`src/stream_pkg.sv`:
```
package stream_pkg;

    // Width of every word on every stream
    localparam int data_w = 16;

    // Pipe stage occupancy
    //   st_idle       no word held
    //   st_valid      one word at the output, side buffer empty
    //   st_valid_buf  one word at the output, one more in the side buffer
    typedef enum logic [1:0] {
        st_idle      = 2'b00,
        st_valid     = 2'b01,
        st_valid_buf = 2'b10
    } pipe_state_t;

endpackage

```
`src/stream_if.sv`:
```
`timescale 1ns/100ps

// Valid/ready stream, one word per handshake
interface stream_if;

    logic                          valid;
    logic                          ready;
    logic [stream_pkg::data_w-1:0] data;

    // Producer side
    modport source (
        output valid,
        output data,
        input  ready
    );

    // Consumer side
    modport sink (
        input  valid,
        input  data,
        output ready
    );

endinterface

```
`src/stream_pipe_stage.sv`:
```
`timescale 1ns/100ps

// Elastic stage with registered ready and valid.
// A side buffer catches the one word that can slip in while
// the output is stalled, since upstream only sees ready a cycle late.
module stream_pipe_stage (
    input  logic      clock,
    input  logic      rst_n,
    output logic      empty,
    stream_if.sink    up,
    stream_if.source  down
);

    stream_pkg::pipe_state_t state;
    stream_pkg::pipe_state_t nstate;

    logic [stream_pkg::data_w-1:0] buf_data;
    logic                          buf_valid;

    logic up_take;
    logic down_take;
    logic load_from_up;
    logic load_from_buf;
    logic load_buf;

    assign up_take   = up.valid && up.ready;
    assign down_take = down.valid && down.ready;

    // Next state from the two handshakes
    always_comb begin
        nstate = state;
        case (state)
            stream_pkg::st_idle: begin
                if (up_take) begin
                    nstate = stream_pkg::st_valid;
                end
            end
            stream_pkg::st_valid: begin
                case ({down_take, up_take})
                    2'b00:   nstate = stream_pkg::st_valid;
                    2'b10:   nstate = stream_pkg::st_idle;
                    2'b01:   nstate = stream_pkg::st_valid_buf;
                    2'b11:   nstate = stream_pkg::st_valid;
                    default: nstate = stream_pkg::st_idle;
                endcase
            end
            stream_pkg::st_valid_buf: begin
                // Upstream is held off here, only the output can move
                if (down_take) begin
                    nstate = stream_pkg::st_valid;
                end
            end
            default: begin
                nstate = stream_pkg::st_idle;
            end
        endcase
    end

    always_ff @(posedge clock or negedge rst_n) begin
        if (!rst_n) begin
            state <= stream_pkg::st_idle;
        end else begin
            state <= nstate;
        end
    end

    // Ready drops once the side buffer fills, low through reset
    always_ff @(posedge clock or negedge rst_n) begin
        if (!rst_n) begin
            up.ready <= 1'b0;
        end else begin
            up.ready <= (nstate != stream_pkg::st_valid_buf);
        end
    end

    always_ff @(posedge clock or negedge rst_n) begin
        if (!rst_n) begin
            down.valid <= 1'b0;
        end else begin
            down.valid <= (nstate != stream_pkg::st_idle);
        end
    end

    // Where the next output word comes from
    assign load_from_buf = (state == stream_pkg::st_valid_buf) && down_take;
    assign load_from_up  = up_take &&
                           ((state == stream_pkg::st_idle) ||
                            ((state == stream_pkg::st_valid) && down_take));
    // Output stalled while a word arrives
    assign load_buf      = up_take && (state == stream_pkg::st_valid) && !down_take;

    always_ff @(posedge clock) begin
        if (load_from_buf) begin
            down.data <= buf_data;
        end else if (load_from_up) begin
            down.data <= up.data;
        end
    end

    always_ff @(posedge clock) begin
        if (load_buf) begin
            buf_data <= up.data;
        end
    end

    assign buf_valid = (state == stream_pkg::st_valid_buf);

    // Nothing at the output and nothing parked
    assign empty = !(buf_valid || down.valid);

endmodule

```
`src/prefix_sum_stage.sv`:
```
`timescale 1ns/100ps

// Replaces each accepted word with the running sum of all accepted
// words, modulo 2^16. One output register, so latency is one cycle.
module prefix_sum_stage (
    input  logic      clock,
    input  logic      rst_n,
    input  logic      clear_sum,
    output logic      busy,
    stream_if.sink    up,
    stream_if.source  down
);

    logic [stream_pkg::data_w-1:0] acc;
    logic [stream_pkg::data_w-1:0] sum_base;
    logic [stream_pkg::data_w-1:0] sum_next;

    logic up_take;

    // Accept when the output is free or leaves this cycle
    assign up.ready = !down.valid || down.ready;
    assign up_take  = up.valid && up.ready;

    // A clear in the same cycle makes this word start a new sum
    assign sum_base = clear_sum ? '0 : acc;

    // Carry out of the top bit is dropped on purpose
    assign sum_next = sum_base + up.data;

    always_ff @(posedge clock or negedge rst_n) begin
        if (!rst_n) begin
            acc <= '0;
        end else if (up_take) begin
            acc <= sum_next;
        end else if (clear_sum) begin
            acc <= '0;
        end
    end

    always_ff @(posedge clock or negedge rst_n) begin
        if (!rst_n) begin
            down.valid <= 1'b0;
        end else if (up_take) begin
            down.valid <= 1'b1;
        end else if (down.ready) begin
            down.valid <= 1'b0;
        end
    end

    // Payload only
    always_ff @(posedge clock) begin
        if (up_take) begin
            down.data <= sum_next;
        end
    end

    assign busy = down.valid;

endmodule

```
`src/stream_sum_top.sv`:
```
`timescale 1ns/100ps

// Input pipe stage, running-sum stage, output pipe stage
module stream_sum_top (
    input  logic                          clock,
    input  logic                          rst_n,
    input  logic                          clear_sum,

    input  logic                          in_valid,
    input  logic [stream_pkg::data_w-1:0] in_data,
    output logic                          in_ready,

    output logic                          out_valid,
    output logic [stream_pkg::data_w-1:0] out_data,
    input  logic                          out_ready,

    output logic                          idle
);

    stream_if s_in  ();
    stream_if s_mid ();
    stream_if s_sum ();
    stream_if s_out ();

    logic in_empty;
    logic out_empty;
    logic sum_busy;

    // Outside input port onto the first stream
    assign s_in.valid = in_valid;
    assign s_in.data  = in_data;
    assign in_ready   = s_in.ready;

    stream_pipe_stage u_in_stage (
        .clock (clock),
        .rst_n (rst_n),
        .empty (in_empty),
        .up    (s_in),
        .down  (s_mid)
    );

    prefix_sum_stage u_sum (
        .clock     (clock),
        .rst_n     (rst_n),
        .clear_sum (clear_sum),
        .busy      (sum_busy),
        .up        (s_mid),
        .down      (s_sum)
    );

    stream_pipe_stage u_out_stage (
        .clock (clock),
        .rst_n (rst_n),
        .empty (out_empty),
        .up    (s_sum),
        .down  (s_out)
    );

    // Last stream out to the output port
    assign out_valid   = s_out.valid;
    assign out_data    = s_out.data;
    assign s_out.ready = out_ready;

    // No word held in any stage
    assign idle = in_empty && !sum_busy && out_empty;

endmodule

```
`config.mk`:
```
export PLATFORM = sky130hd
export DESIGN_NAME = stream_sum_top
export DESIGN_NICKNAME = d
export VERILOG_FILES = /design/src/stream_pkg.sv /design/src/stream_if.sv /design/src/stream_pipe_stage.sv /design/src/prefix_sum_stage.sv /design/src/stream_sum_top.sv
export SDC_FILE = /design/constraint.sdc
export NUM_CORES = 1
export LEC_CHECK = 0
export BUFFER_PORTS_ARGS = -buffer_cell sky130_fd_sc_hd__buf_2
export CAP_MARGIN = 20
export CELL_PAD_IN_SITES_DETAIL_PLACEMENT = 1
export CELL_PAD_IN_SITES_GLOBAL_PLACEMENT = 1
export CORE_MARGIN = 3
export CORE_UTILIZATION = 50
export DETAILED_ROUTE_END_ITERATION = 10
export GPL_ROUTABILITY_DRIVEN = 1
export PLACE_DENSITY_LB_ADDON = 0.1
export SKIP_CTS_REPAIR_TIMING = 1
export SYNTH_ARGS = -nofsm -noshare
export SYNTH_HDL_FRONTEND = slang
export SYNTH_HIERARCHICAL = 1
export SYNTH_SLANG_ARGS = --single-unit
```
`constraint.sdc`:
```
create_clock -name clock -period 3 [get_ports clock]
set_clock_uncertainty 0.2 [all_clocks]
set_input_delay 0.15 -clock clock [delete_from_list [all_inputs] [get_ports clock]]
set_output_delay 0.15 -clock clock [all_outputs]
set_load 0.03 [all_outputs]
```
# After elaboration in Yosys (flattened, before gate mapping)
# Cells that the tools add are included.
totals:
  out_inout_bits: 19
  regBits: 105
  input_bits: 21
classes:
  n_mux: 16
  n_reduce_logical: 37
  addsub: 1
  eq_ne: 12
op_table:
  columns: ["op", "n"]
  rows:
  - ["$mux 16", 6]
  - ["$pmux 2 s3", 4]
  - ["$add 16x16->16", 1]
  - ["$logic_and 1x1->1", 16]
  - ["$eq 2x2->1 const B", 6]
  - ["$reduce_bool 2->1", 5]
  - ["$eq 2x1->1 const B", 4]
  - ["$logic_not 2->1", 4]
  - ["$mux 2", 4]
  - ["$logic_not 1->1", 5]
  - ["$logic_or 1x1->1", 5]
  - ["$ne 2x2->1 const B", 2]
  - ["$reduce_or 2->1", 2]
  - ["$mux 1", 2]

# Logic depth before layout (Yosys ltp)
depth:
  word_depth: 8
  mapped_depth: 10
  depth_no_buf: 9

# Modules after synthesis
# Netlist, hierarchy kept.
modules_own_cells:
  columns: ["mod", "area_each_um2", "cells_each", "seq_area_each_um2", "instances"]
  rows:
  - ["stream_pipe_stage", 1412.6, 71, 1061.0, 2]
  - ["prefix_sum_stage", 2023.2, 184, 905.9, 1]
  - ["stream_sum_top", 8.8, 1, 0.0, 1]

# Worst setup path before layout
# Ideal clock, no wire load.
synth_path:
  kind: "register -> register"
  start: "reg u_out_stage.up.ready"
  end: "reg u_in_stage/buf_data[0] (netlist bit) (enable)"
  period_less_slack_ps: 2664
  path_stages_with_launch: 5
  arrival_time_ps: 2055
  setup_ps: 409
  path_buffers: 0
  path_slack_ps: 336
  path_cell_list: "dfrtp_1 or2b_2 nand2_1 nand2_1 nor3_1"
synth_via:
  elab_chain_cells: 4
synth_rtl:
  columns: ["element", "line_no", "text"]
  rows:
  - ["start: declaration", "stream_if.sv:21", "output ready"]
  - ["start signal: assignment", "stream_pipe_stage.sv:72", "up.ready <= (nstate != stream_pkg::st_valid_buf);"]
  - ["$logic_or 1x1->1", "prefix_sum_stage.sv:21", "assign up.ready = !down.valid || down.ready;"]
  - ["net s_mid.ready", "stream_if.sv:7", "logic ready;"]
  - ["$logic_and 1x1->1", "stream_pipe_stage.sv:27", "assign down_take = down.valid && down.ready;"]
  - ["$logic_not 1->1", "stream_pipe_stage.sv:90", "assign load_buf = up_take && (state == stream_pkg::st_valid) && !down_take;"]
  - ["$logic_and 1x1->1", "stream_pipe_stage.sv:90", null]
  - ["net u_in_stage.load_buf", "stream_pipe_stage.sv:24", "logic load_buf;"]
  - ["end signal: assignment", "stream_pipe_stage.sv:102", "buf_data <= up.data;"]
  - ["end: declaration", "stream_pipe_stage.sv:17", "logic [stream_pkg::data_w-1:0] buf_data;"]
# The timed path passes the listed nets, and every way through them passes these cells.
# A chain may end at the register's enable or synchronous reset.

# Worst setup path in the final report
layout_path:
  start: "reg u_sum/acc[0] (netlist bit)"
  end: "reg u_sum/acc[12] (netlist bit)"
layout_via:
  elab_chain_cells: 3
layout_rtl:
  columns: ["element", "line_no", "text"]
  rows:
  - ["start: declaration", "prefix_sum_stage.sv:14", "logic [stream_pkg::data_w-1:0] acc;"]
  - ["start signal: assignment", "prefix_sum_stage.sv:34", "acc <= sum_next;"]
  - ["$mux 16", "prefix_sum_stage.sv:25", "assign sum_base = clear_sum ? '0 : acc;"]
  - ["$add 16x16->16", "prefix_sum_stage.sv:28", "assign sum_next = sum_base + up.data;"]
  - ["net u_sum.sum_next, one bit", "prefix_sum_stage.sv:16", "logic [stream_pkg::data_w-1:0] sum_next;"]
  - ["$mux 16", "prefix_sum_stage.sv:33", "end else if (up_take) begin"]
# The timed path passes the listed nets, and every way through them passes these cells.

==> results.py <==
metrics = {
    "placed_design": {
        "port_buffers": 39,
        "dp_cells": 487,
        "dp_hpwl_mm": 6.17,
        "place_congestion": 0.793,
    },
    "clock_tree": {
        "cts_tree": "yes",
        "clkLatencyLatePin_ns": 0.37,
        "cts_root_buffer": "clkbuf_8",
        "cts_sinks": 105,
        "clk_path_buf_depth": 2,
        "clk_pin_slew_worst_paths_ns": 0.11,
        "numCtsBuffers": 9,
        "htree_num_levels": 3,
    },
    "worst_setup_path": {
        "r2r_start": "u_sum/acc[0]",
        "r2r_cells": 9,
        "worstSetupPathType": "flop to flop",
        "rrSetupSlack_ns": 0.26,
        "crit_fanout": 3,
        "cp.arrival_ns": 2.80,
        "r2r_end": "u_sum/acc[12]",
        "worstSetupStartpointType": "flop",
        "cp.required_ns": 3.06,
        "end_kind": "flop",
    },
    "synthesis": {
        "yosysWarningCount": 6,
        "synth_compound_area_share_pct": 7.93,
        "synth_mux_area_share_pct": 11.8,
        "syn_avg_cell_area_um2": 14.9,
        "netlist_instances": 327,
        "synth_top_area_share_pct": 49.5,
        "synth_area_leaders": "edfxtp_1 49%, dfrtp_1 13%, mux2_2 6.3%, mux2_4 5.6%, ha_1 3.9%",
        "synth-seq-area-share_pct": 62.3,
        "synth_edf_count": 80,
        "yosys.area.top_type": "edfxtp_1",
        "synth_area_um2": 4860,
        "synthXorXnorAreaFrac_pct": 2.52,
        "synth-seq-cells": 105,
        "async_reset_ff_share_pct": 23.8,
        "synth_common_cells": "80 x edfxtp_1, 27 x mux2_2, 25 x dfrtp_1, 18 x mux2_4, 18 x nand2_1",
        "yosysMostFrequentCell": "edfxtp_1",
        "synth-simple-area-share_pct": 9.14,
        "yosys.area_share.adder_pct": 4.28,
        "syn-num-nets": 364,
        "synth_top_family_by_area": "multiplexers",
        "synth_ff_type": "edfxtp_1",
        "ys_types": 49,
    },
    "cells_and_area": {
        "n_antenna_cell": 0,
        "area_delta_synth_final_pct": 14.5,
        "multiInputGateArea_um2": 1740,
        "final.fill_count": 907,
        "final_cells": 521,
        "final-seq-area_um2": 3030,
        "fin_nets": 424,
        "final_util_pct": 59.6,
        "drive_gt1_share_pct": 29.3,
    },
    "pwr": {
        "power.density_nw_per_um2": 1110,
        "ir_worst_vdd_v": 0.000380,
        "power_leakage_uw": 0.00226,
    },
    "hold_path": {
        "min_path_cells": 4,
        "hold_class": "primary input to flop",
        "hold_path_end": "u_sum/acc[2]",
        "worstHoldStart": "clear_sum",
    },
    "timing": {
        "relSlewSlack_pct": 57.3,
        "tns_ns": 0,
        "tightestPinTransition_ns": 0.639,
        "holdWs_ns": 0.000107,
        "fin_crit_sh_pct": 91.4,
        "setup_viol": 0,
        "fin_crit_ns": 2.74,
        "hold_viol": 0,
        "fmax_mhz": 365,
        "rsz0062_at_grt": "false",
        "maxSlewViolCount": 0,
    },
    "detailed_routing": {
        "drtAntennaViolNets": 0,
        "vias_per_cell": 5.33,
        "first_pass_iters": 4,
        "routedWlPerCell_um": 16.9,
        "wirelength_mm": 8.82,
        "drc": 0,
        "drt_iter0_markers": 90,
        "dr_total_vias": 2778,
    },
    "floorplanning": {
        "die_area_um2": 10900,
        "ios": 40,
        "rows": 35,
        "start_util_pct": 52.1,
        "placeableCoreArea_um2": 9330,
        "die_height_um": 105,
        "die_w_um": 105,
    },
    "grt": {
        "gr-total-overflow": 0,
        "grt_pass1_vias": 2821,
        "antenna_found_initial": 0,
        "grt_pass1_wl_mm": 14.5,
        "grt_max_degree": 29,
        "grt.total_usage_pct": 16.9,
    },
    "job": {
        "cap_violations": 0,
    },
    "run_status": {
        "run_status": "complete, no violations",
    },
}
layout make-up:
| class | instances | share of cell area (%) |
|---|---|---|
| multi-input cells | 204 | 31.4 |
| clock inverters | 6 | 0.968 |
| flip-flops and latches | 105 | 54.5 |
| well taps | 129 | 2.90 |
| clock buffers | 10 | 2.30 |
| repair buffers | 62 | 7.65 |
| inverters | 5 | 0.338 |
critical path: stages (launching register included):
cell and delay [ns]:
dfrtp_1 0.37, nor2b_1 0.14, ha_1 0.23, fa_1 0.41, a21oi_1 0.21, o21ai_1 0.13, a2111oi_2 0.38, o31ai_1 0.14
xor2_1 0.16, mux2_2 0.27
how the worst max path moves through the flow:
stage                               startpoint                     end  cells past startpoint
after floorplan           u_out_stage/up.ready  u_in_stage/buf_data[0]                      4
after global placement            u_sum/acc[0]           u_sum/acc[12]                      9
after detailed placement          u_sum/acc[0]           u_sum/acc[12]                      9
after CTS                         u_sum/acc[0]           u_sum/acc[12]                      9
after global routing              u_sum/acc[0]           u_sum/acc[12]                      9
final                             u_sum/acc[0]           u_sum/acc[12]                      9
layout by cell type (no fill, tap or decap), drive strengths merged, types with 3 or more instances in the layout:
cell	Yosys	layout
inv	5	7
clkinv	0	3
or3	4	4
a21o	5	5
xnor2	7	7
dfrtp	25	25
buf	6	44
a21oi	12	12
edfxtp	80	80
o21bai	6	6
xor2	7	7
nand3	7	7
nand4	3	3
o21ai	8	8
and2b	3	3
clkbuf	7	10
dlygate4sd3	0	18
a31oi	3	3
mux2	45	45
ha	15	15
nor2b	15	15
nor2	14	14
nand4b	4	4
nand2	18	18
kinds of logic after synthesis:
logic type                 count (synthesis)
AOI/OAI and AO/OA                         52
xor gates and xnor gates                  14
adders and majority gates                 16
buffers and inverters                     18
DFF                                      105
muxes                                     45
and+or+nand+nor                           77
where the power goes:
part	total (uW)	internal, uW	switching (uW)	leakage [uW]
Clock	814	316	499	0.0000890
Combinational	2600	1050	1550	0.00111
Sequential	2750	2470	274	0.00106
Total	6160	3840	2330	0.00226
routing by layer:
metal	share of wire, %	up-vias	global-route usage (%)
li1	-	1349	-
met1	47	1368	23.9
met2	49	53	26.8
met3	3.3	8	2.66
met4	1.2	0	5.70
met5	0	-	0
sequential cells by signal (all words and copies together), names as in the netlist:
register / flops
u_out_stage/down.data: 16
u_sum/acc: 16
u_out_stage/down.valid: 1
u_in_stage/up.ready: 1
u_out_stage/up.ready: 1
u_in_stage/buf_data: 16
u_out_stage/state: 2
u_in_stage/down.data: 16
u_out_stage/buf_data: 16
u_sum/down.data: 16
u_sum/busy: 1
u_in_stage/down.valid: 1
u_in_stage/state: 2
through the flow:
step / area, um^2 / power, uW / setup WS (ns)
4_1_cts: 5380 / 6210 / 0.131
6_report: 5560 / 6160 / 0.259
3_3_place_gp: 5200 / 5240 / 0.192
5_1_grt: 5560 / 6600 / 0.0394
3_5_place_dp: 5200 / 5370 / 0.158
2_1_floorplan: 4860 / 4690 / 0.336
Note: power is estimated with default switching activity, not from simulation.
